<file path="src/seq_input.hex">
// one instruction per line: opcode byte, then the 24-bit argument
// 00 TX {reg_addr, reg_data}, 01 WAIT, 02 TRIG {low mask, high mask}, 03 SET_TRIG, 04/05 jumps
03000001 // trig_o <= 01
01000064 // wait 100
00301a5c // write 5c to 301a
02000001 // wait for trig_i[0] high
00310b22 // write 22 to 310b
04000001 // relative jump over the next word
00dead00 // never sent
03000080 // trig_o <= 80
01000032 // wait 50
0500000b // jump to 11
000bad00 // never sent
00302e01 // write 01 to 302e
02008000 // wait for trig_i[7] low
03000000 // trig_o <= 00
00300042 // write 42 to 3000
0500000f // halt
</file>
<file path="src/i2c_init_pkg.sv">
/*
 * shared constants and types for the I2C sensor initializer
 * DEV_ID and SCL_HALF are fixed here, with no per-instance override
 * opcodes 06 and 07 are not part of opcode_e and decode as no-ops
 */
package i2c_init_pkg;

    // 7-bit target address, sent with write bit 0
    localparam logic [6:0] DEV_ID = 7'h35;

    // system clocks per SCL half-period
    localparam int SCL_HALF = 60;

    localparam int ROM_WORDS = 512;
    localparam string PROGRAM_FILE = "/design/src/seq_input.hex";

    // eight data bits plus the acknowledge slot
    localparam int BITS_PER_SLOT = 9;

    typedef logic [15:0] pc_t;
    typedef logic [8:0] rom_addr_t;
    typedef logic [31:0] word_t;
    typedef logic [15:0] reg_addr_t;
    typedef logic [7:0] reg_data_t;
    typedef logic [7:0] trig_t;
    typedef logic [23:0] arg_t;

    typedef enum logic [7:0] {
        TX = 8'h00,
        WAIT = 8'h01,
        TRIG = 8'h02,
        SET_TRIG = 8'h03,
        JMP_REL = 8'h04,
        JMP = 8'h05
    } opcode_e;

    // instruction word, opcode in the top byte
    typedef struct packed {
        opcode_e opcode;
        arg_t arg;
    } instr_t;

    // one register write handed to the I2C master
    typedef struct packed {
        reg_addr_t reg_addr;
        reg_data_t reg_data;
    } i2c_cmd_t;

    // single-cycle pulses at each SCL half-period boundary
    typedef struct packed {
        logic rise;
        logic fall;
    } scl_tick_t;

endpackage

</file>
<file path="src/scl_tick_gen.sv">
/*
 * SCL half-period tick generator
 * rise and fall alternate every SCL_HALF clocks, starting with rise after reset
 */
`timescale 1ns/10ps

module scl_tick_gen
    import i2c_init_pkg::*;
(
    input logic clock,
    input logic reset,
    output scl_tick_t tick_o
);

    logic [$clog2(SCL_HALF)-1:0] half_cnt;
    logic phase;
    logic wrap;

    assign wrap = (half_cnt == $bits(half_cnt)'(SCL_HALF - 1));

    always_ff @(posedge clock) begin
        if (reset) begin
            half_cnt <= '0;
            phase <= 1'b0;
            tick_o <= '0;
        end else begin
            tick_o <= '0;
            if (wrap) begin
                half_cnt <= '0;
                phase <= ~phase;
                // phase low means the virtual clock is about to go high
                tick_o.rise <= ~phase;
                tick_o.fall <= phase;
            end else begin
                half_cnt <= half_cnt + 1'b1;
            end
        end
    end

endmodule

</file>
<file path="config.mk">
export PLATFORM = sky130hd
export DESIGN_NAME = scl_tick_gen
export DESIGN_NICKNAME = d
export VERILOG_FILES = /design/src/i2c_init_pkg.sv /design/src/scl_tick_gen.sv
export SDC_FILE = /design/constraint.sdc
export NUM_CORES = 1
export LEC_CHECK = 0
export BUFFER_PORTS_ARGS = -buffer_cell sky130_fd_sc_hd__buf_2
export CAP_MARGIN = 20
export CELL_PAD_IN_SITES_DETAIL_PLACEMENT = 1
export CELL_PAD_IN_SITES_GLOBAL_PLACEMENT = 2
export CORE_AREA = 4 4 41 43
export CTS_CLUSTER_SIZE = 10
export DETAILED_ROUTE_END_ITERATION = 16
export DIE_AREA = 0 0 45 47
export PLACE_DENSITY = 0.6
export SETUP_SLACK_MARGIN = 0.02
export SLEW_MARGIN = 20
export SYNTH_ARGS = -nofsm -noshare
export SYNTH_HDL_FRONTEND = slang
export SYNTH_SLANG_ARGS = --single-unit
</file>
<file path="constraint.sdc">
create_clock -name clock -period 1.72 [get_ports clock]
set_input_delay 0.516 -clock clock [delete_from_list [all_inputs] [get_ports clock]]
set_output_delay 0.516 -clock clock [all_outputs]
set_load 0.01 [all_outputs]
</file>
==> flow_summary.rst <==
.. list-table::
   :header-rows: 1

   * - Metric
     - Value
   * - Site Rows
     - 13
   * - Maximum number of pins on one net before global-route repair
     - 7
   * - DP HPWL
     - 464 µm
   * - Slowest stage delay, CP
     - 0.35 ns
   * - Die Span X
     - 45 µm
   * - Cell area after synthesis
     - 338 µm²
   * - Outcome
     - complete, no violations
   * - Deepest level of the CTS H-tree
     - 1
   * - Wire length of the first global-routing pass
     - 1090 µm
   * - Port-buffer cells
     - 3
   * - Worst supply voltage drop on vdd
     - 0.000305 V
   * - Count of cells resized by post-cts repair
     - 0
   * - Number of sinks driven by the clock tree
     - 9
   * - Fraction of layout cells with a size suffix above 1
     - 19.5%
   * - Post-synth cell types
     - 18
   * - Endpoint class of the critical path
     - flip-flop
   * - Final clock skew
     - 0.00169 ns
   * - Maximum fanout count along the critical path
     - 3
   * - Power density over the cells
     - 999 nW/µm²
   * - Via count of the first global-routing pass
     - 275
   * - Most area-hungry cell type in the Yosys netlist
     - sky130_fd_sc_hd__dfxtp_1
   * - Final critical-path share of the clock period
     - 80.3%
   * - Area share of the largest cell type after synthesis
     - 53.3%
   * - Iteration-0 DRC Markers
     - 1
   * - Synth-to-layout area growth
     - 17.8%
   * - Aggregate global routing overflow
     - 0
   * - GP Congestion
     - 0.658
   * - Syn_nets
     - 37
   * - Cell class contributing the biggest share of worst-path delay
     - simple AND/OR/NAND/NOR gates
   * - Total setup violations reported at the end of the flow
     - 0
   * - Register bit total from synthesis
     - 9
   * - Hold Slack
     - 0.451 ns
   * - Primary FF master, synth
     - sky130_fd_sc_hd__dfxtp_1
   * - Total instance count after detailed placement
     - 52
   * - Final-layout setup total negative slack
     - 0 ns
   * - Clock latency at the later pin of the worst-skew pair
     - 0.26 ns
   * - Gate count of the mapped netlist
     - 34
   * - Count of buffers added by post-CTS timing repair for setup
     - 0
   * - Chip Height
     - 47 µm
   * - Count of hold-fix buffers inserted at cts
     - 0
   * - CTS tree
     - done
   * - Tmin final
     - 1.38 ns
   * - Via-to-Cell Ratio
     - 4.50
   * - Top cell types by occurrence after synthesis
     - sky130_fd_sc_hd__dfxtp_1, sky130_fd_sc_hd__nor2_1, sky130_fd_sc_hd__inv_1, sky130_fd_sc_hd__nand3_1, sky130_fd_sc_hd__xor2_1
   * - Critical path launch point type
     - flip-flop
   * - Unrepaired setup endpoints after global routing
     - false
   * - Yosys warning total
     - 0
   * - Final core utilization
     - 30.6%
   * - Critical path arrival
     - 1.53 ns
   * - Remaining max-slew budget at the tightest pin
     - 68.7%
   * - Number of maximum-capacitance constraint violations
     - 0
   * - Effective utilization at floorplan
     - 26.0%
   * - Reg clk slew, reported paths
     - 0.06 ns
   * - Transition at the pin with the smallest max-transition slack
     - 0.468 ns
   * - Remaining antenna violation count after routing
     - 0
   * - Buffer levels on the longest clock path
     - 2
   * - Cell-by-cell listing of the critical path
     - ha_1 -> nand4b_1 -> or2_4 -> mux2_4
   * - Largest cells by area after synthesis
     - sky130_fd_sc_hd__dfxtp_1, sky130_fd_sc_hd__nor2_1, sky130_fd_sc_hd__xor2_1
   * - Number of buffers added by the clock tree synthesis step
     - 3
   * - Static leakage
     - 0.158 nW
   * - Initial antenna violation count
     - 0
   * - Type of the most critical hold path
     - reg -> reg
   * - Per-instance average area after synthesis
     - 9.94 µm²
   * - Required time reported for the critical path endpoint
     - 1.87 ns
   * - Highest Clock Rate
     - 724 MHz
   * - Via Count
     - 252
   * - IO Count
     - 4
   * - Drt first pass iters
     - 2
   * - Final Max Tran Viols
     - 0
   * - Final hold violation count
     - 0
   * - Worst path bufs/invs
     - 0
   * - Core Footprint
     - 1300 µm²
   * - DIE AREA
     - 2120 µm²
   * - Number of nets in the layout
     - 45
   * - Wirelength per Cell
     - 10.3 µm
   * - Leading cell type by number of instances after synthesis
     - sky130_fd_sc_hd__dfxtp_1
   * - Total wirelength of the detailed-routed design
     - 575 µm
   * - Global routing usage summed across all routing layers
     - 7.54%
   * - Antenna cells
     - 0
   * - Cell Count, Final, Fillers Out
     - 56
   * - Crit Path Class
     - reg -> reg
   * - Number of synthesized flops with an enable pin
     - 0
   * - Pwr Total
     - 398 µW
   * - Worst path slowest cell
     - sky130_fd_sc_hd__dfxtp_1
   * - Share of synthesized registers carrying an async set or reset
     - 0%
   * - Clock root buffer
     - sky130_fd_sc_hd__clkbuf_4
   * - Drc violations
     - 0
   * - Seq/Total Area, Yosys
     - 53.3%
routing by layer:
| metal | global-route usage (%) | wire, µm | vias up |
|---|---|---|---|
| li1 | - | - | 126 |
| met2 | 10.5 | 281 | 6 |
| met5 | 0 | 0 | - |
| met4 | 5.26 | 0 | 0 |
| met3 | 4.98 | 45 | 0 |
| met1 | 8.29 | 248 | 120 |
logic make-up (layout without fill, tap and decap cells):
group | count (synthesis) | in the layout | share of synthesized area [%]
buffers and inverters | 2 | 9 | 2.22
adders and majority gates | 1 | 1 | 3.70
xor gates and xnor gates | 3 | 3 | 7.78
muxes | 1 | 1 | 4.44
and+or+nand+nor | 15 | 15 | 23.3
DFF | 9 | 9 | 53.3
AOI/OAI and AO/OA | 3 | 3 | 5.18
sequential cells by signal, indices dropped and copies added (netlist names):
register  cells
half_cnt      6
phase         1
tick_o        2
metrics by stage:
| step | area [µm²] | worst slack, ns |
|---|---|---|
| 5_1_grt | 398 | 0.235 |
| 2_1_floorplan | 338 | 0.425 |
| 4_1_cts | 398 | 0.327 |
| 3_5_place_dp | 372 | 0.340 |
| 3_3_place_gp | 372 | 0.392 |
| 6_report | 398 | 0.340 |
placed cells by master (no fill, tap or decap), drive strengths merged:
master,Yosys,routed
mux2,1,1
clkbuf,0,4
nor2b,1,1
nand2,1,1
inv,2,2
nor3b,1,1
nand4b,1,1
buf,0,3
or3,1,1
o21bai,1,1
o21ai,1,1
nand3,2,2
xnor2,1,1
dfxtp,9,9
or2,1,1
ha,1,1
nor2,6,6
nor3,1,1
a21oi,1,1
xor2,2,2
path summary, 6_finish.rpt:
kind	from	to	slack, ns	cells after the start
worst max register to register	half_cnt[0]	phase	0.34	4
worst min register to register	half_cnt[0]	half_cnt[0]	0.45	1
worst max-delay path	half_cnt[0]	phase	0.34	4
worst min-delay path	half_cnt[0]	half_cnt[0]	0.45	1
area by class of cell:
class,instances,area (µm²)
clock buffer,4,26.3
fill,164,903
inverter,2,7.51
multi-input combinational,23,150
sequential,9,180
tap,15,18.8
timing repair buffer,3,15.0
power by group:
part           switching, mW  internal (mW)
Combinational        0.00920        0.00750
Sequential           0.00428          0.214
Clock                 0.0728         0.0894
worst register-to-register path, cell delays in order, from the launching register on:
cell                       delay [ns]
sky130_fd_sc_hd__dfxtp_1         0.35
sky130_fd_sc_hd__ha_1            0.22
sky130_fd_sc_hd__nand4b_1        0.14
sky130_fd_sc_hd__or2_4           0.26
sky130_fd_sc_hd__mux2_4          0.30
No activity file was read; power rests on OpenSTA's default activity.
