`config.mk`:
```
export PLATFORM = sky130hd
export DESIGN_NAME = i2c_write_master
export DESIGN_NICKNAME = d
export VERILOG_FILES = /design/src/i2c_init_pkg.sv /design/src/i2c_write_master.sv
export SDC_FILE = /design/constraint.sdc
export NUM_CORES = 1
export LEC_CHECK = 0
export ABC_CLOCK_PERIOD_IN_PS = 2200
export BUFFER_PORTS_ARGS = -buffer_cell sky130_fd_sc_hd__buf_4
export CAP_MARGIN = 0
export CELL_PAD_IN_SITES_DETAIL_PLACEMENT = 1
export CELL_PAD_IN_SITES_GLOBAL_PLACEMENT = 2
export CORE_ASPECT_RATIO = 1.2
export CORE_MARGIN = 2
export CORE_UTILIZATION = 31
export CTS_CLUSTER_SIZE = 40
export DETAILED_ROUTE_END_ITERATION = 6
export MAX_ROUTING_LAYER = met4
export PLACE_DENSITY_LB_ADDON = 0.1
export SKIP_LAST_GASP = 1
export SLEW_MARGIN = 15
export SYNTH_ARGS = -nofsm -noshare
export SYNTH_HDL_FRONTEND = slang
export SYNTH_SLANG_ARGS = --single-unit
```
`constraint.sdc`:
```
create_clock -name clock -period 2.2 [get_ports clock]
set_clock_uncertainty 0.2 [all_clocks]
set_input_delay 0.22 -clock clock [delete_from_list [all_inputs] [get_ports clock]]
set_output_delay 0.22 -clock clock [all_outputs]
set_load 0.01 [all_outputs]
```
`src/seq_input.hex`:
```
// one instruction per line: opcode byte, then the 24-bit argument
// 00 TX {reg_addr, reg_data}, 01 WAIT, 02 TRIG {low mask, high mask}, 03 SET_TRIG, 04/05 jumps
03000001 // trig_o <= 01
01000064 // wait 100
00301a5c // write 5c to 301a
02000001 // wait for trig_i[0] high
00310b22 // write 22 to 310b
04000001 // relative jump over the next word
00dead00 // never sent
03000080 // trig_o <= 80
01000032 // wait 50
0500000b // jump to 11
000bad00 // never sent
00302e01 // write 01 to 302e
02008000 // wait for trig_i[7] low
03000000 // trig_o <= 00
00300042 // write 42 to 3000
0500000f // halt
```
`src/i2c_init_pkg.sv`:
```
/*
 * shared constants and types for the I2C sensor initializer
 * DEV_ID and SCL_HALF are fixed here, with no per-instance override
 * opcodes 06 and 07 are not part of opcode_e and decode as no-ops
 */
package i2c_init_pkg;

    // 7-bit target address, sent with write bit 0
    localparam logic [6:0] DEV_ID = 7'h35;

    // system clocks per SCL half-period
    localparam int SCL_HALF = 60;

    localparam int ROM_WORDS = 512;
    localparam string PROGRAM_FILE = "/design/src/seq_input.hex";

    // eight data bits plus the acknowledge slot
    localparam int BITS_PER_SLOT = 9;

    typedef logic [15:0] pc_t;
    typedef logic [8:0] rom_addr_t;
    typedef logic [31:0] word_t;
    typedef logic [15:0] reg_addr_t;
    typedef logic [7:0] reg_data_t;
    typedef logic [7:0] trig_t;
    typedef logic [23:0] arg_t;

    typedef enum logic [7:0] {
        TX = 8'h00,
        WAIT = 8'h01,
        TRIG = 8'h02,
        SET_TRIG = 8'h03,
        JMP_REL = 8'h04,
        JMP = 8'h05
    } opcode_e;

    // instruction word, opcode in the top byte
    typedef struct packed {
        opcode_e opcode;
        arg_t arg;
    } instr_t;

    // one register write handed to the I2C master
    typedef struct packed {
        reg_addr_t reg_addr;
        reg_data_t reg_data;
    } i2c_cmd_t;

    // single-cycle pulses at each SCL half-period boundary
    typedef struct packed {
        logic rise;
        logic fall;
    } scl_tick_t;

endpackage

```
`src/i2c_write_master.sv`:
```
/*
 * I2C write master, one register write per four-phase req/ack handshake
 * frame is START, {DEV_ID,0}, reg_addr high, reg_addr low, reg_data, STOP
 * acknowledge slots leave SDA released and are never sampled
 * sda_o and scl_o are open-drain levels, 1 means released
 */
`timescale 1ns/10ps

module i2c_write_master
    import i2c_init_pkg::*;
(
    input logic clock,
    input logic reset,
    input scl_tick_t tick_i,
    input logic req_i,
    input i2c_cmd_t cmd_i,
    output logic ack_o,
    output logic sda_o,
    output logic scl_o
);

    typedef enum logic [2:0] {
        IDLE,
        PRE_START,
        START,
        SHIFT,
        STOP,
        DONE
    } state_e;

    state_e state;

    // bit slot within a byte, reused as the step counter during STOP
    logic [3:0] bit_cnt;
    logic [1:0] byte_cnt;

    // address byte followed by the command, shifted out MSB first
    logic [31:0] frame;

    logic ack_slot;

    assign ack_slot = (bit_cnt == 4'(BITS_PER_SLOT - 1));

    always_ff @(posedge clock) begin
        if (state == IDLE && req_i) begin
            frame <= {DEV_ID, 1'b0, cmd_i};
        end else if (state == SHIFT && tick_i.fall && !ack_slot) begin
            frame <= {frame[30:0], 1'b0};
        end
    end

    always_ff @(posedge clock) begin
        if (reset) begin
            state <= IDLE;
            bit_cnt <= '0;
            byte_cnt <= '0;
            ack_o <= 1'b0;
            sda_o <= 1'b1;
            scl_o <= 1'b1;
        end else begin
            case (state)
                IDLE: begin
                    sda_o <= 1'b1;
                    scl_o <= 1'b1;
                    if (req_i) begin
                        state <= PRE_START;
                    end
                end

                // line up with the SCL phase before the START
                PRE_START: begin
                    if (tick_i.fall) begin
                        state <= START;
                    end
                end

                START: begin
                    if (tick_i.rise) begin
                        // SDA falls while SCL is high
                        sda_o <= 1'b0;
                        bit_cnt <= '0;
                        byte_cnt <= '0;
                        state <= SHIFT;
                    end
                end

                SHIFT: begin
                    if (tick_i.fall) begin
                        scl_o <= 1'b0;
                        sda_o <= ack_slot ? 1'b1 : frame[31];
                    end
                    if (tick_i.rise) begin
                        scl_o <= 1'b1;
                        if (ack_slot) begin
                            bit_cnt <= '0;
                            byte_cnt <= byte_cnt + 1'b1;
                            if (byte_cnt == 2'd3) begin
                                state <= STOP;
                            end
                        end else begin
                            bit_cnt <= bit_cnt + 1'b1;
                        end
                    end
                end

                // step 0 pulls both low, step 1 releases SCL, step 2 releases SDA
                STOP: begin
                    if (tick_i.fall && bit_cnt == 4'd0) begin
                        scl_o <= 1'b0;
                        sda_o <= 1'b0;
                        bit_cnt <= 4'd1;
                    end else if (tick_i.rise && bit_cnt == 4'd1) begin
                        scl_o <= 1'b1;
                        bit_cnt <= 4'd2;
                    end else if (tick_i.fall && bit_cnt == 4'd2) begin
                        sda_o <= 1'b1;
                        bit_cnt <= '0;
                        ack_o <= 1'b1;
                        state <= DONE;
                    end
                end

                // hold ack until the requester lets go of req
                DONE: begin
                    if (!req_i) begin
                        ack_o <= 1'b0;
                        state <= IDLE;
                    end
                end

                default: begin
                    state <= IDLE;
                end
            endcase
        end
    end

endmodule

```
==> key figures, run 1 <==
Floorplanning
  • Area of the core: 6900 µm²
  • I/O pin cnt: 32
  • Rows: 33
  • Chip width: 81.5 µm
  • Starting Density: 0.324
  • Die area: 7910 µm²
  • Chip height: 97.0 µm

Synthesis
  • Ys async rst share: 0
  • Syn Std Cell Area: 2230 µm²
  • Synth unique cells: 44
  • Most area-consuming cells after synthesis: edfxtp_1, dfxtp_1, nand2_1
  • Synth warn: 0
  • Synth Area in Simple Gates: 0.287
  • Share of the synthesized area in the top cell type: 0.323
  • Total nets after synthesis: 281
  • Main flop type after synthesis: edfxtp_1
  • Largest family of logic cells by synthesized area: simple AND/OR/NAND/NOR gates
  • Area leader, netlist: edfxtp_1
  • Synth Area in XOR/XNOR: 0
  • Post-synth EDFFs: 24
  • Mapped Cells: 247
  • Synth Area in Adders: 0.0280
  • Compound-Gate Fraction of Synth Area: 0.119
  • Mux contribution to synthesized area: 0.0179
  • Sequential fraction of the synthesis area: 0.502
  • Avg Inst Size Synth: 9.05 µm²
  • Post-synthesis sequential element count: 44

STA
  • Setup TNS: 0 ns
  • Final setup violating endpoints: 0
  • Hold WS: 0.00221 ns
  • Max-slew headroom: 0.708
  • F_max: 507 MHz
  • Final hold viol count: 0
  • Final-report max-slew violation count: 0
  • Worst Slack Setup Final: 0.226 ns
  • Worst-Margin Slew: 0.437 ns
  • RSZ-0062 raised after global routing: false
  • Tmin final: 1.97 ns
  • Final period utilization: 0.897

Routing
  • Initial DRC count: 55
  • Final ANT Viol Nets: 0
  • Vias per cell: 4.94
  • Drt drc: 0
  • Total number of vias: 1898
  • Routed WL: 5590 µm
  • WL/cell: 14.6 µm
  • Drt pass-1 iters: 4

Worst setup path
  • Critical Path Fanout Max: 5
  • CP endpoint kind: flop
  • Kind of critical path: flop to flop
  • CP startpoint kind: flop
  • CP required: 2.20 ns
  • Worst Path Arrival: 1.98 ns

Cells and area
  • Commonest cells after routing, fill and taps aside: nand2_1, buf_4, edfxtp_1
  • Layout fillers: 816
  • Layout area overhead: 27.2%
  • FF+latch area: 1120 µm²
  • Commonest non-fill, non-tap cell in the layout: nand2_1
  • Share of post-route cells with drive strength above 1: 0.185
  • Fin nets: 330
  • Post-route insts no fill: 384
  • Multi-input gate area: 1010 µm²
  • Antenna diodes: 0

Global routing
  • GRT Util Overall: 0.154
  • First-pass GRT wire length: 9390 µm
  • Initial antenna violation count: 0
  • Vias in the first global route: 1968
  • Grt total ovfl: 0
  • Pin count of the biggest net entering global routing: 29

Placement
  • Port Buffers: 31
  • Placed Cells: 361
  • Routability cong.: 0.825
  • Pre-CTS WS: 0.246 ns
  • Dpl hpwl: 3860 µm

Clock network
  • Sink Count: 44
  • CTS max path bufs: 2
  • Root buffer cell: clkbuf_8
  • Reg clk slew, reported paths: 0.08 ns
  • CTS tree: yes
  • Worst skew pair latency: 0.29 ns
  • CTS buffer count: 5
  • Htree depth: 2
  • # Post-CTS Setup Buffers: 0

Power
  • Max VDD drop: 0.000278 V
  • PnR Total Power: 0.00214 W
  • Lkg Pwr: 1.18 nW
  • Power Dens Cells: 753 nW/µm²

Status
  • Status: finished, final reports clean

Job
  • Max cap viols: 0

Worst hold path
  • Hold Crit Class: input port to flop
-- logic make-up (layout without fill, tap and decap cells) --
group	count (synthesis)	in the layout
AO/OA/AOI/OAI	38	38
adder cells (fa/ha/maj)	5	5
buffers and inverters	21	71
flip-flops	44	44
multiplexers	4	4
AND/OR/NAND/NOR	135	135
-- layer usage --
| metal | track usage | part of all wire |
|---|---|---|
| met5 | - | 0 |
| met1 | 0.195 | 0.47 |
| met4 | 0.0561 | 0.022 |
| met3 | 0.0243 | 0.030 |
| met2 | 0.247 | 0.48 |
-- cell usage after synthesis, types with 4 or more instances --
master	number
nand2_1	82
edfxtp_1	24
dfxtp_1	20
nand3_1	16
nor2_1	12
a21oi_1	10
buf_2	8
inv_1	8
ha_1	5
o21ai_0	5
a211oi_1	4
mux2i_1	4
nand3b_1	4
o21a_1	4
-- power by group --
group	leakage, nW	switching, W	internal [W]
Clock	0.0552	0.000276	0.000337
Combinational	0.733	0.000267	0.000197
Sequential	0.393	0.0000512	0.00101
Total	1.18	0.000594	0.00155
-- critical path: stages (launching register included) --
cell and delay [ns]:
dfxtp_1 0.38, inv_1 0.09, ha_1 0.19, and2_1 0.20, a32oi_1 0.42, a22oi_1 0.16, o32ai_1 0.24
-- repair_timing --
action	4_1_cts	5_1_grt
hold buffers	15	0
gates resized for setup	0	0
hold endpoints to repair	15	0
-- cell type report --
type	count	share of cell area
clock buffers	6	0.0255
clock inverters	2	0.0123
well taps	87	0.0383
multi-input cells	182	0.356
flip-flops and latches	44	0.394
repair buffers	55	0.163
inverters	8	0.0106
-- state kept, by name, summed over array words and instances, names as in the netlist --
signal,flops
frame,32
byte_cnt,2
bit_cnt,4
state,3
scl_o,1
ack_o,1
sda_o,1
-- metrics by stage --
stage	util	cell area [µm²]
5_1_grt	0.412	2840
3_3_place_gp	0.375	2580
6_report	0.412	2840
2_1_floorplan	-	2240
4_1_cts	0.412	2840
3_5_place_dp	0.375	2580
-- worst paths after layout --
check / to / slack (ns) / depth (start not counted) / from
hold reg to reg: frame[28]$_SDFFE_PN0P_ / 0.26 / 2 / frame[28]$_SDFFE_PN0P_
hold / removal: frame[3]$_DFFE_PP_ / 0.002 / 3 / cmd_i[3]
setup reg to reg: bit_cnt[3]$_SDFFE_PP0P_ / 0.23 / 6 / bit_cnt[1]$_SDFFE_PP0P_
setup / recovery: bit_cnt[3]$_SDFFE_PP0P_ / 0.23 / 6 / bit_cnt[1]$_SDFFE_PP0P_
(Power assumes the default switching activity.)
==> run 2: changes to the inputs <==
--- a/config.mk
+++ b/config.mk
@@ -5,6 +5,7 @@
 export SDC_FILE = /design/constraint.sdc
 export NUM_CORES = 1
 export LEC_CHECK = 0
+export ABC_AREA = 1
 export ABC_CLOCK_PERIOD_IN_PS = 2200
 export BUFFER_PORTS_ARGS = -buffer_cell sky130_fd_sc_hd__buf_4
 export CAP_MARGIN = 0
@@ -12,7 +13,7 @@
 export CELL_PAD_IN_SITES_GLOBAL_PLACEMENT = 2
 export CORE_ASPECT_RATIO = 1.2
 export CORE_MARGIN = 2
-export CORE_UTILIZATION = 31
+export CORE_UTILIZATION = 29
 export CTS_CLUSTER_SIZE = 40
 export DETAILED_ROUTE_END_ITERATION = 6
 export MAX_ROUTING_LAYER = met4
==> key figures, run 2 <==
Clock network
  • CTS hold repair buffers: 8
  • Root buffer cell: clkbuf_8
  • Worst skew pair latency: 0.29 ns
  • CTS max path bufs: 2
  • CTS tree: yes
  • CTS buffer count: 5
  • # Post-CTS Setup Buffers: 0
  • Htree depth: 2
  • Post-cts sizing count: 0
  • Reg clk slew, reported paths: 0.08 ns
  • Sink Count: 44

STA
  • F_max: 496 MHz
  • Setup TNS: 0 ns
  • RSZ-0062 raised after global routing: false
  • Max-slew headroom: 0.763
  • Tmin final: 2.02 ns
  • Final-report max-slew violation count: 0
  • Final hold viol count: 0
  • Final setup violating endpoints: 0
  • Worst-Margin Slew: 0.355 ns
  • Final period utilization: 0.916

Worst setup path
  • CP endpoint kind: flop
  • Worst r2r src: bit_cnt[0]$_SDFFE_PP0P_
  • CP startpoint kind: flop
  • Worst Setup SP: bit_cnt[0]$_SDFFE_PP0P_
  • Critical Path Fanout Max: 24
  • CP required: 2.00 ns
  • Worst Path Arrival: 1.82 ns
  • Kind of critical path: flop to flop
  • FF-to-FF path depth: 8

Synthesis
  • Syn Std Cell Area: 2210 µm²
  • Sequential fraction of the synthesis area: 0.506
  • Main flop type after synthesis: edfxtp_1
  • Post-synthesis sequential element count: 44
  • Top-count cell post-synth: nand2_1
  • Mapped Cells: 287
  • Avg Inst Size Synth: 7.72 µm²
  • Total nets after synthesis: 321
  • Most area-consuming cells after synthesis: edfxtp_1, nand2_1, dfxtp_1
  • Synth unique cells: 27
  • Synth warn: 0
  • Share of the synthesized area in the top cell type: 0.325
  • Area leader, netlist: edfxtp_1
  • Post-synth EDFFs: 24
  • Post-synth top cells: nand2_1, nor2_1, edfxtp_1
  • Ys async rst share: 0

Power
  • Power Dens Cells: 1170 nW/µm²
  • Lkg Pwr: 1.32 nW
  • Max VDD drop: 0.000451 V

Routing
  • Routed WL: 5290 µm
  • Vias per cell: 4.53
  • Final ANT Viol Nets: 0
  • Total number of vias: 1909
  • Drt pass-1 iters: 4
  • Drt drc: 0
  • WL/cell: 12.6 µm
  • Initial DRC count: 37

Global routing
  • GRT Util Overall: 0.140
  • First-pass GRT wire length: 9140 µm
  • Initial antenna violation count: 0
  • Grt total ovfl: 0
  • Pin count of the biggest net entering global routing: 25
  • Vias in the first global route: 1944

Cells and area
  • Top reg by flops: frame
  • Layout area overhead: 25.8%
  • Antenna diodes: 0
  • Post-route insts no fill: 421
  • Commonest cells after routing, fill and taps aside: nand2_1, buf_4, nor2_1
  • Fin nets: 364
  • Share of post-route cells with drive strength above 1: 0.181
  • Largest register FFs: 32
  • Commonest non-fill, non-tap cell in the layout: nand2_1
  • Largest regs: frame (32), bit_cnt (4), state (3)

Placement
  • Port Buffers: 31
  • Placed Cells: 405
  • Routability cong.: 0.736
  • Dpl hpwl: 3970 µm

Worst hold path
  • Hold Crit Class: input port to flop
  • Hold path start: cmd_i[4]
  • Hold Crit Depth: 3

Floorplanning
  • Die area: 8350 µm²
  • Area of the core: 7320 µm²
  • Starting Density: 0.303
  • I/O pin cnt: 32
  • Chip height: 99.7 µm
  • Chip width: 83.8 µm
  • Rows: 34

Status
  • Status: finished, final reports clean

Job
  • Max cap viols: 0
-- run 2: cell count changes after synthesis, moves of 6 or more --
cell | before | now
nand2_1 | 82 | 117
nor2_1 | 12 | 28
inv_1 | 8 | 23
nor2_2 | 0 | 6
-- run 2: cell type report --
class,count,area [µm²]
fill,899,4530
timing repair buffer,43,368
sequential,44,1120
multi-input combinational,209,951
clock inverter,2,60.1
clock buffer,6,72.6
inverter,27,101
tap,90,113
-- run 2: logic make-up after synthesis --
| logic type | share of synthesized area |
|---|---|
| adder cells (fa/ha/maj) | 0.0282 |
| AO/OA/AOI/OAI | 0.0537 |
| flip-flops | 0.506 |
| XOR/XNOR | 0.00396 |
| AND/OR/NAND/NOR | 0.342 |
| buffers and inverters | 0.0655 |
-- run 2: path summary, 6_finish.rpt --
check	to	slack (ns)
max	frame[10]$_DFFE_PP_	0.18
min	frame[4]$_DFFE_PP_	0.004
max reg2reg	frame[10]$_DFFE_PP_	0.18
min reg2reg	frame[30]$_SDFFE_PN1P_	0.27
-- run 2: critical path: stages (launching register included) --
cell	delay (ns)
dfxtp_1	0.41
inv_1	0.11
ha_1	0.23
nand2_1	0.07
nor2_1	0.09
nor2_4	0.23
inv_2	0.12
nand2_2	0.09
buf_12	0.17
-- run 2: where the power goes --
group          internal, W  switching, W  total, W
Sequential         0.00123      0.000126   0.00135
Combinational     0.000438      0.000749   0.00119
Clock             0.000454      0.000271  0.000725
-- run 2: layer usage --
layer	wire [µm]	part of all wire	vias up	GRT usage
li1	-	-	997	-
met1	2410	0.46	878	0.165
met2	2640	0.50	28	0.245
met3	163	0.031	6	0.0199
met4	72	0.014	0	0.0447
met5	0	0	-	-
-- run 2: metrics by stage --
stage	utilization	power, W	setup WS (ns)	cell area, µm²	hold slack, ns
floorplan	-	0.00219	0.234	2220	0.0891
global placement	0.352	0.00256	0.225	2570	0.235
detailed placement	0.352	0.00258	0.175	2570	0.240
CTS	0.381	0.00334	0.178	2790	0.00117
global route	0.381	0.00357	0.0430	2790	0.0154
finish	0.381	0.00326	0.185	2790	0.00422
