[src/seq_input.hex]
// one instruction per line: opcode byte, then the 24-bit argument
// 00 TX {reg_addr, reg_data}, 01 WAIT, 02 TRIG {low mask, high mask}, 03 SET_TRIG, 04/05 jumps
03000001 // trig_o <= 01
01000064 // wait 100
00301a5c // write 5c to 301a
02000001 // wait for trig_i[0] high
00310b22 // write 22 to 310b
04000001 // relative jump over the next word
00dead00 // never sent
03000080 // trig_o <= 80
01000032 // wait 50
0500000b // jump to 11
000bad00 // never sent
00302e01 // write 01 to 302e
02008000 // wait for trig_i[7] low
03000000 // trig_o <= 00
00300042 // write 42 to 3000
0500000f // halt
[src/i2c_init_pkg.sv]
/*
 * shared constants and types for the I2C sensor initializer
 * DEV_ID and SCL_HALF are fixed here, with no per-instance override
 * opcodes 06 and 07 are not part of opcode_e and decode as no-ops
 */
package i2c_init_pkg;

    // 7-bit target address, sent with write bit 0
    localparam logic [6:0] DEV_ID = 7'h35;

    // system clocks per SCL half-period
    localparam int SCL_HALF = 60;

    localparam int ROM_WORDS = 512;
    localparam string PROGRAM_FILE = "/design/src/seq_input.hex";

    // eight data bits plus the acknowledge slot
    localparam int BITS_PER_SLOT = 9;

    typedef logic [15:0] pc_t;
    typedef logic [8:0] rom_addr_t;
    typedef logic [31:0] word_t;
    typedef logic [15:0] reg_addr_t;
    typedef logic [7:0] reg_data_t;
    typedef logic [7:0] trig_t;
    typedef logic [23:0] arg_t;

    typedef enum logic [7:0] {
        TX = 8'h00,
        WAIT = 8'h01,
        TRIG = 8'h02,
        SET_TRIG = 8'h03,
        JMP_REL = 8'h04,
        JMP = 8'h05
    } opcode_e;

    // instruction word, opcode in the top byte
    typedef struct packed {
        opcode_e opcode;
        arg_t arg;
    } instr_t;

    // one register write handed to the I2C master
    typedef struct packed {
        reg_addr_t reg_addr;
        reg_data_t reg_data;
    } i2c_cmd_t;

    // single-cycle pulses at each SCL half-period boundary
    typedef struct packed {
        logic rise;
        logic fall;
    } scl_tick_t;

endpackage

[src/init_sequencer.sv]
/*
 * program sequencer, FETCH then LOAD then one or more EXECUTE cycles
 * TX stalls in EXECUTE until the master's ack has dropped again
 * pc is 16 bits but only the low 9 address the ROM
 */
`timescale 1ns/10ps

module init_sequencer
    import i2c_init_pkg::*;
(
    input logic clock,
    input logic reset,
    output rom_addr_t rom_addr_o,
    input word_t rom_data_i,
    input trig_t trig_i,
    output trig_t trig_o,
    output logic req_o,
    output i2c_cmd_t cmd_o,
    input logic ack_i
);

    typedef enum logic [1:0] {
        FETCH,
        LOAD,
        EXECUTE
    } state_e;

    state_e state;
    pc_t pc;
    instr_t ir;
    arg_t cycle_cnt;
    trig_t trig_q;

    // set once the handshake has seen ack, cleared on the next LOAD
    logic tx_sent;
    logic tx_launch;
    logic trig_hit;

    assign rom_addr_o = pc[8:0];

    assign tx_launch = (state == EXECUTE) && (ir.opcode == TX) && !req_o && !tx_sent && !ack_i;

    // arg[7:0] waits for high inputs, arg[15:8] for low inputs
    assign trig_hit = |(ir.arg[7:0] & trig_q) || |(ir.arg[15:8] & ~trig_q);

    always_ff @(posedge clock) begin
        trig_q <= trig_i;
        if (state == LOAD) begin
            ir <= instr_t'(rom_data_i);
        end
        if (tx_launch) begin
            cmd_o <= i2c_cmd_t'(ir.arg);
        end
    end

    always_ff @(posedge clock) begin
        if (reset) begin
            state <= FETCH;
            pc <= '0;
            cycle_cnt <= '0;
            trig_o <= '0;
            req_o <= 1'b0;
            tx_sent <= 1'b0;
        end else begin
            case (state)
                // ROM address is presented from pc this cycle
                FETCH: begin
                    state <= LOAD;
                end

                LOAD: begin
                    pc <= pc + 1'b1;
                    cycle_cnt <= '0;
                    tx_sent <= 1'b0;
                    state <= EXECUTE;
                end

                EXECUTE: begin
                    cycle_cnt <= cycle_cnt + 1'b1;
                    case (ir.opcode)
                        TX: begin
                            if (tx_launch) begin
                                req_o <= 1'b1;
                            end else if (req_o && ack_i) begin
                                req_o <= 1'b0;
                                tx_sent <= 1'b1;
                            end else if (tx_sent && !ack_i) begin
                                state <= FETCH;
                            end
                        end

                        WAIT: begin
                            if (cycle_cnt >= ir.arg) begin
                                state <= FETCH;
                            end
                        end

                        TRIG: begin
                            if (trig_hit) begin
                                state <= FETCH;
                            end
                        end

                        SET_TRIG: begin
                            trig_o <= ir.arg[7:0];
                            state <= FETCH;
                        end

                        // pc already points past the jump
                        JMP_REL: begin
                            pc <= pc + ir.arg[15:0];
                            state <= FETCH;
                        end

                        JMP: begin
                            pc <= ir.arg[15:0];
                            state <= FETCH;
                        end

                        default: begin
                            state <= FETCH;
                        end
                    endcase
                end

                default: begin
                    state <= FETCH;
                end
            endcase
        end
    end

endmodule

[config.mk]
export PLATFORM = sky130hd
export DESIGN_NAME = init_sequencer
export DESIGN_NICKNAME = d
export VERILOG_FILES = /design/src/i2c_init_pkg.sv /design/src/init_sequencer.sv
export SDC_FILE = /design/constraint.sdc
export NUM_CORES = 1
export LEC_CHECK = 0
export BUFFER_PORTS_ARGS = -buffer_cell sky130_fd_sc_hd__buf_2
export CELL_PAD_IN_SITES_DETAIL_PLACEMENT = 1
export CELL_PAD_IN_SITES_GLOBAL_PLACEMENT = 2
export CORE_MARGIN = 8
export CORE_UTILIZATION = 34
export CTS_BUF_LIST = sky130_fd_sc_hd__clkbuf_2 sky130_fd_sc_hd__clkbuf_4 sky130_fd_sc_hd__clkbuf_8
export DETAILED_ROUTE_END_ITERATION = 8
export PLACE_DENSITY = 0.82
export RECOVER_POWER = 50
export SYNTH_ARGS = -nofsm -noshare
export SYNTH_HDL_FRONTEND = slang
export SYNTH_SLANG_ARGS = --single-unit
export TNS_END_PERCENT = 1
[constraint.sdc]
create_clock -name clock -period 4.6 [get_ports clock]
set_clock_uncertainty 0.2 [all_clocks]
set_input_delay 0.92 -clock clock [delete_from_list [all_inputs] [get_ports clock]]
set_output_delay 0.92 -clock clock [all_outputs]
set_load 0.05 [all_outputs]
==> results.sh, run 1 <==
export IMPL_synth_top_area_cell="sky130_fd_sc_hd__edfxtp_1"
export IMPL_timing_fmax_mhz=299
export IMPL_drt_wirelength_per_cell_um=19.0
export IMPL_number_of_optimization_iterations_in_the_first_detailed_route_pass=4
export IMPL_worstMarginPinSlew_ns=1.42
export IMPL_gp_routability_congestion=0.804
export IMPL_rows=45
export IMPL_drive_gt1_share_pct=17.8
export IMPL_startpoint_type="register"
export IMPL_cts_made_buffers=9
export IMPL_synthDominantCellAreaShare_pct=32.9
export IMPL_cts_root_buffer="sky130_fd_sc_hd__clkbuf_8"
export IMPL_max_vdd_ir_drop_mv=0.218
export IMPL_synth_seq_cells=109
export IMPL_critical_path_max_fanout=20
export IMPL_crit_arrival_ns=3.22
export IMPL_cts_clk_slew_worst_paths_ns=0.11
export IMPL_finalWirelength_mm=14.3
export IMPL_routed_via_count=3876
export IMPL_drc_errors=0
export IMPL_cap_violations=0
export IMPL_layout_min_cycle_time_ns=3.34
export IMPL_synth_distinct_cells=57
export IMPL_synth_area_per_cell_um2=10.8
export IMPL_worstSetupEndpointType="register"
export IMPL_cts_tree="built"
export IMPL_timing_hold_ws_ns=0.260
export IMPL_drtAntennaViolNets=0
export IMPL_first_global_vias=4135
export IMPL_unrepaired_setup_endpoints_after_global_routing="no"
export IMPL_hp_class="register to register"
export IMPL_ys_async_sr_fraction_pct=0
export IMPL_clock_sinks=109
export IMPL_place_inst=738
export IMPL_antenna_cells=0
export IMPL_clock_insertion_delay_at_the_later_pin_of_the_skew_report_ns=0.40
export IMPL_hold_viol=0
export IMPL_slew_limit_headroom_pct=5.08
export IMPL_finalNonFillerCells=754
export IMPL_nFillCells=1698
export IMPL_floorplan_die_width_um=139
export IMPL_design_die_area_um2=19200
export IMPL_final_setup_tns_ns=0
export IMPL_first_iter_violations=185
export IMPL_critPathKind="register to register"
export IMPL_ff2ff_path_depth=6
export IMPL_grt_max_degree=25
export IMPL_floorplan_core_area_um2=14900
export IMPL_floorplan_io_pins=85
export IMPL_synth_main_ff_cell="sky130_fd_sc_hd__edfxtp_1"
export IMPL_mappedNetlistArea_um2=5110
export IMPL_reg2reg_slack_ns=1.26
export IMPL_place_detailed_hpwl_mm=11.1
export IMPL_htreeDepth=3
export IMPL_timing_hold_worst_path_depth=0
export IMPL_synth_area_top_cells="sky130_fd_sc_hd__edfxtp_1, sky130_fd_sc_hd__dfxtp_1, sky130_fd_sc_hd__ha_1"
export IMPL_floorplan_die_height_um=139
export IMPL_global_route_overflow_total=0
export IMPL_place_port_buffers=84
export IMPL_grtUsageTotal_pct=14.8
export IMPL_power_leakage_nw=2.43
export IMPL_final_max_slew_violation_count=0
export IMPL_wire_length_of_the_first_global_routing_pass_mm=22.5
export IMPL_synthToLayoutAreaGrowth_pct=16.2
export IMPL_syn_nets=555
export IMPL_layout_worst_path_cycle_share_pct=72.7
export IMPL_detail_route_vias_per_cell=5.14
export IMPL_total_power_density_per_cell_area_nw_per_um2=319
export IMPL_syn_inst=473
export IMPL_cp_required_ns=4.48
export IMPL_clock_path_buffers=2
export IMPL_cts_resized=0
export IMPL_antenna_violations_before_repair=0
export IMPL_setup_viol=0
export IMPL_ys_seq_area_share_pct=53.7
export IMPL_edff_count_synth=56
export IMPL_cts_repair_timing_setup_buffer_count=0
export IMPL_initial_core_utilization_pct=34.2
export IMPL_ys_warnings_count=0
export IMPL_hold_fix_buffers_cts=0
export IMPL_design_final_nets=643
export IMPL_result_of_the_run="completed"
==> cell usage after synthesis (3+ instances only) <==
master                     instances
sky130_fd_sc_hd__nor2b_1           3
sky130_fd_sc_hd__nand2_1          21
sky130_fd_sc_hd__nor2_1           56
sky130_fd_sc_hd__xnor2_1           6
sky130_fd_sc_hd__or3_1             6
sky130_fd_sc_hd__edfxtp_1         56
sky130_fd_sc_hd__dfxtp_1          53
sky130_fd_sc_hd__and3_1            3
sky130_fd_sc_hd__ha_1             38
sky130_fd_sc_hd__a31oi_1           3
sky130_fd_sc_hd__nand4_1          14
sky130_fd_sc_hd__nor4_1            4
sky130_fd_sc_hd__nand3_1          14
sky130_fd_sc_hd__mux2i_1          14
sky130_fd_sc_hd__o211ai_1          5
sky130_fd_sc_hd__nor3_1           10
sky130_fd_sc_hd__inv_1            36
sky130_fd_sc_hd__clkbuf_1          4
sky130_fd_sc_hd__nor3b_1           4
sky130_fd_sc_hd__a21o_1            5
sky130_fd_sc_hd__xor2_1           16
sky130_fd_sc_hd__nand2b_1          4
sky130_fd_sc_hd__o21ai_1           3
sky130_fd_sc_hd__a211oi_1          5
sky130_fd_sc_hd__o21a_1            5
sky130_fd_sc_hd__o21ai_0          14
sky130_fd_sc_hd__a21oi_1          31
sky130_fd_sc_hd__buf_1             3
==> per-layer routing <==
metal	vias up	routed length (µm)	global-route usage [%]
met3	19	449	3.25
met4	0	283	4.69
li1	1892	-	-
met5	-	0	0
met1	1902	6290	18.0
met2	63	7300	25.3
==> path summary, 6_finish.rpt <==
check	start	endpoint
min reg2reg	ir[16]	cmd_o[16]
max	state[0]	cmd_o[17]
max reg2reg	state[0]	cmd_o[17]
min	ir[16]	cmd_o[16]
==> cells in the final DEF (no fill, tap or decap), types with 6 or more instances in the layout <==
| cell type | instances |
|---|---|
| sky130_fd_sc_hd__buf_2 | 74 |
| sky130_fd_sc_hd__nor2_1 | 56 |
| sky130_fd_sc_hd__edfxtp_1 | 56 |
| sky130_fd_sc_hd__dfxtp_1 | 53 |
| sky130_fd_sc_hd__ha_1 | 38 |
| sky130_fd_sc_hd__inv_1 | 36 |
| sky130_fd_sc_hd__a21oi_1 | 31 |
| sky130_fd_sc_hd__nand2_1 | 21 |
| sky130_fd_sc_hd__xor2_1 | 16 |
| sky130_fd_sc_hd__nand4_1 | 14 |
| sky130_fd_sc_hd__mux2i_1 | 14 |
| sky130_fd_sc_hd__nand3_1 | 14 |
| sky130_fd_sc_hd__o21ai_0 | 14 |
| sky130_fd_sc_hd__clkbuf_1 | 11 |
| sky130_fd_sc_hd__nor3_1 | 10 |
| sky130_fd_sc_hd__clkbuf_8 | 9 |
| sky130_fd_sc_hd__or3_1 | 6 |
| sky130_fd_sc_hd__xnor2_1 | 6 |
==> critical path: stages, from the launching register on <==
cell	delay, ns
sky130_fd_sc_hd__dfxtp_1	0.35
sky130_fd_sc_hd__inv_1	0.09
sky130_fd_sc_hd__ha_1	0.59
sky130_fd_sc_hd__nor3b_1	0.34
sky130_fd_sc_hd__nor3b_1	0.46
sky130_fd_sc_hd__nor4b_2	0.58
sky130_fd_sc_hd__buf_4	0.41
==> flip-flops by register name (all words and copies together) (netlist names) <==
register	flops
trig_o	8
req_o	1
ir	32
trig_q	8
pc	9
cycle_cnt	24
cmd_o	24
state	2
tx_sent	1
==> kinds of logic (layout without fill, tap and decap cells) <==
group | count (synthesis) | count (layout) | share of synthesized area (%)
multiplexers | 15 | 15 | 3.04
buffers and inverters | 47 | 140 | 3.65
adder cells (fa/ha/maj) | 39 | 39 | 9.70
AO/OA/AOI/OAI | 89 | 89 | 11.2
AND/OR/NAND/NOR | 152 | 152 | 14.9
flip-flops | 109 | 109 | 53.7
XOR/XNOR | 22 | 22 | 3.77
==> layout make-up <==
type / instances / area, µm² / share of cell area, %
sequential: 109 / 2740 / 46.2
multi-input combinational: 317 / 2180 / 36.8
timing repair buffer: 87 / 427 / 7.19
tap: 188 / 235 / 3.96
inverter: 37 / 139 / 2.34
clock buffer: 9 / 124 / 2.09
clock inverter: 7 / 85.1 / 1.43
==> report_power, final <==
| part | switching [W] | internal, W |
|---|---|---|
| combinational | 0.000121 | 0.0000686 |
| clock | 0.000354 | 0.000260 |
| sequential | 0.0000341 | 0.00106 |
| total | 0.000509 | 0.00139 |
==> through the flow <==
stage / utilization (%) / power (W) / setup WS (ns) / area, µm²
CTS: 39.9 / 0.00192 / 1.27 / 5950
floorplan: - / 0.00123 / 0.000931 / 5110
finish: 39.8 / 0.00190 / 1.26 / 5940
detailed placement: 38.5 / 0.00131 / 1.30 / 5740
global placement: 38.5 / 0.00130 / 1.42 / 5740
global route: 39.8 / 0.00198 / 0.961 / 5940
(Power assumes the default switching activity.)
==> run 2, diff against run 1 <==
--- a/config.mk
+++ b/config.mk
@@ -9,10 +9,10 @@
 export CELL_PAD_IN_SITES_DETAIL_PLACEMENT = 1
 export CELL_PAD_IN_SITES_GLOBAL_PLACEMENT = 2
 export CORE_MARGIN = 8
-export CORE_UTILIZATION = 34
+export CORE_UTILIZATION = 38
 export CTS_BUF_LIST = sky130_fd_sc_hd__clkbuf_2 sky130_fd_sc_hd__clkbuf_4 sky130_fd_sc_hd__clkbuf_8
 export DETAILED_ROUTE_END_ITERATION = 8
-export PLACE_DENSITY = 0.82
+export PLACE_DENSITY = 0.87
 export RECOVER_POWER = 50
 export SYNTH_ARGS = -nofsm -noshare
 export SYNTH_HDL_FRONTEND = slang
==> constraint.sdc (replaced) <==
create_clock -name clock -period 3.1 [get_ports clock]
set_clock_uncertainty 0.2 [all_clocks]
set_input_delay 0.62 -clock clock [delete_from_list [all_inputs] [get_ports clock]]
set_output_delay 0.62 -clock clock [all_outputs]
set_load 0.05 [all_outputs]
==> results.sh, run 2 (same netlist as run 1, synthesis figures left out) <==
export IMPL_gr_usage_met2_pct=28.8
export IMPL_cts_resized=0
export IMPL_drc_errors=0
export IMPL_gp_routability_congestion=0.867
export IMPL_clock_path_buffers=2
export IMPL_layout_worst_path_cycle_share_pct=85.7
export IMPL_cp_required_ns=3.17
export IMPL_worstSetupEndpointType="register"
export IMPL_nFillCells=1514
export IMPL_timing_critical_path_slowest_cell_delay_ns=0.45
export IMPL_drt_wirelength_per_cell_um=19.1
export IMPL_crit_chain="inv_1 > ha_1 > nand4_1 > nand2b_1 > nor3_1 > nand4_1 > xor2_1 > nor2_1"
export IMPL_design_final_nets=650
export IMPL_finalWirelength_mm=14.3
export IMPL_place_detailed_hpwl_mm=11.0
export IMPL_routed_via_count=3897
export IMPL_place_port_buffers=84
export IMPL_max_vdd_ir_drop_mv=0.247
export IMPL_timing_fmax_mhz=376
export IMPL_leading_cell_type_in_the_layout_fill_and_taps_excluded="sky130_fd_sc_hd__buf_2"
export IMPL_first_iter_violations=240
export IMPL_largest_registers="ir x32, cmd_o x24, cycle_cnt x24"
export IMPL_number_of_optimization_iterations_in_the_first_detailed_route_pass=7
export IMPL_startpoint_type="register"
export IMPL_floorplan_die_width_um=132
export IMPL_top_register="ir"
export IMPL_groute_layer_met1_usage_pct=19.9
export IMPL_layout_min_cycle_time_ns=2.66
export IMPL_floorplan_core_area_um2=13200
export IMPL_detail_route_vias_per_cell=5.20
export IMPL_total_power_density_per_cell_area_nw_per_um2=462
export IMPL_setup_viol=0
export IMPL_global_route_peak_usage_layer="met2"
export IMPL_slew_limit_headroom_pct=8.10
export IMPL_cts_repair_timing_setup_buffer_count=0
export IMPL_drtAntennaViolNets=0
export IMPL_antenna_violations_before_repair=0
export IMPL_hold_viol=0
export IMPL_critical_path_max_fanout=5
export IMPL_final_setup_tns_ns=0
export IMPL_synthToLayoutAreaGrowth_pct=17.0
export IMPL_hold_fix_buffers_cts=0
export IMPL_drive_gt1_share_pct=18.8
export IMPL_grt_max_degree=25
export IMPL_antenna_cells=0
export IMPL_p_clk_share_pct=30.7
export IMPL_p_seq_share_pct=58.7
export IMPL_cap_violations=0
export IMPL_crit_arrival_ns=2.72
export IMPL_result_of_the_run="completed"
export IMPL_timing_hold_worst_path_depth=1
export IMPL_cts_root_buffer="sky130_fd_sc_hd__clkbuf_8"
export IMPL_worstMarginPinSlew_ns=1.38
export IMPL_clock_sinks=109
export IMPL_floorplan_die_height_um=132
export IMPL_cts_made_buffers=9
export IMPL_unrepaired_setup_endpoints_after_global_routing="no"
export IMPL_design_die_area_um2=17400
export IMPL_final_max_slew_violation_count=0
export IMPL_rows=42
export IMPL_largest_register_ffs=32
export IMPL_clock_insertion_delay_at_the_later_pin_of_the_skew_report_ns=0.40
export IMPL_share_comb_of_total_power_pct=10.6
export IMPL_floorplan_io_pins=85
export IMPL_grtUsageTotal_pct=16.7
export IMPL_wire_length_of_the_first_global_routing_pass_mm=22.9
export IMPL_most_common_layout_cells="sky130_fd_sc_hd__buf_2, sky130_fd_sc_hd__nor2_1, sky130_fd_sc_hd__edfxtp_1"
export IMPL_global_route_overflow_total=0
export IMPL_cpMaxStageDelayCell="sky130_fd_sc_hd__nor3_1"
export IMPL_ff2ff_path_depth=8
export IMPL_gr_usage_met3_pct=4.27
export IMPL_switching_share_pct=27.2
export IMPL_first_global_vias=4257
export IMPL_internal_power_w=0.00201
export IMPL_cts_clk_slew_worst_paths_ns=0.11
export IMPL_path_common_cell="sky130_fd_sc_hd__nand4_1"
export IMPL_finalNonFillerCells=749
export IMPL_cts_tree="built"
export IMPL_critPathKind="register to register"
export IMPL_initial_core_utilization_pct=38.7
export IMPL_place_inst=733
export IMPL_power_leakage_nw=2.45
export IMPL_htreeDepth=3
export IMPL_hp_class="input pin to register"
export IMPL_total_switching_power_w=0.000750
-- run 2: worst max-delay path: cells and delay by family, from the launching register on --
family / cells / cell delay (ns)
simple gates: 5 / 1.25
flops: 1 / 0.41
fa+ha+maj: 1 / 0.39
xor+xnor: 1 / 0.18
buf+inv: 1 / 0.10
-- run 2: final timing paths --
check / from / to / slack [ns]
setup reg to reg: state[0] / cycle_cnt[19] / 0.44
hold / removal: trig_i[0] / trig_q[0] / 0.13
hold reg to reg: ir[17] / cmd_o[17] / 0.27
setup / recovery: state[0] / cycle_cnt[19] / 0.44
-- run 2: power by group through the flow --
stage               Combinational (W)  Sequential [W]  Clock [W]
CTS                          0.000299         0.00162   0.000879
floorplan                    0.000169         0.00165          0
finish                       0.000292         0.00162   0.000848
global route                 0.000326         0.00163   0.000918
detailed placement           0.000295         0.00165          0
global placement             0.000284         0.00165          0
-- run 2: final cells by class --
| class | count | area (µm²) | share of cell area [%] |
|---|---|---|---|
| timing repair buffer | 94 | 489 | 8.19 |
| tap | 176 | 220 | 3.69 |
| sequential | 109 | 2740 | 45.9 |
| clock inverter | 5 | 43.8 | 0.733 |
| clock buffer | 11 | 145 | 2.43 |
| inverter | 37 | 139 | 2.33 |
| multi-input combinational | 317 | 2190 | 36.7 |
-- run 2: through the flow --
step	worst slack, ns	power, W	hold slack, ns	util, %	area [µm²]
after floorplan	0.229	0.00182	0.226	-	5120
after global placement	0.562	0.00193	0.238	44.0	5800
after detailed placement	0.485	0.00195	0.242	44.0	5800
after CTS	0.446	0.00280	0.103	45.4	5990
after global routing	0.237	0.00287	0.0952	45.3	5970
final	0.442	0.00276	0.127	45.3	5970
-- run 2: metal layers --
layer	routed length, µm	vias to the layer above
li1	-	1893
met1	6430	1922
met2	7140	63
met3	496	19
met4	223	0
met5	0	-
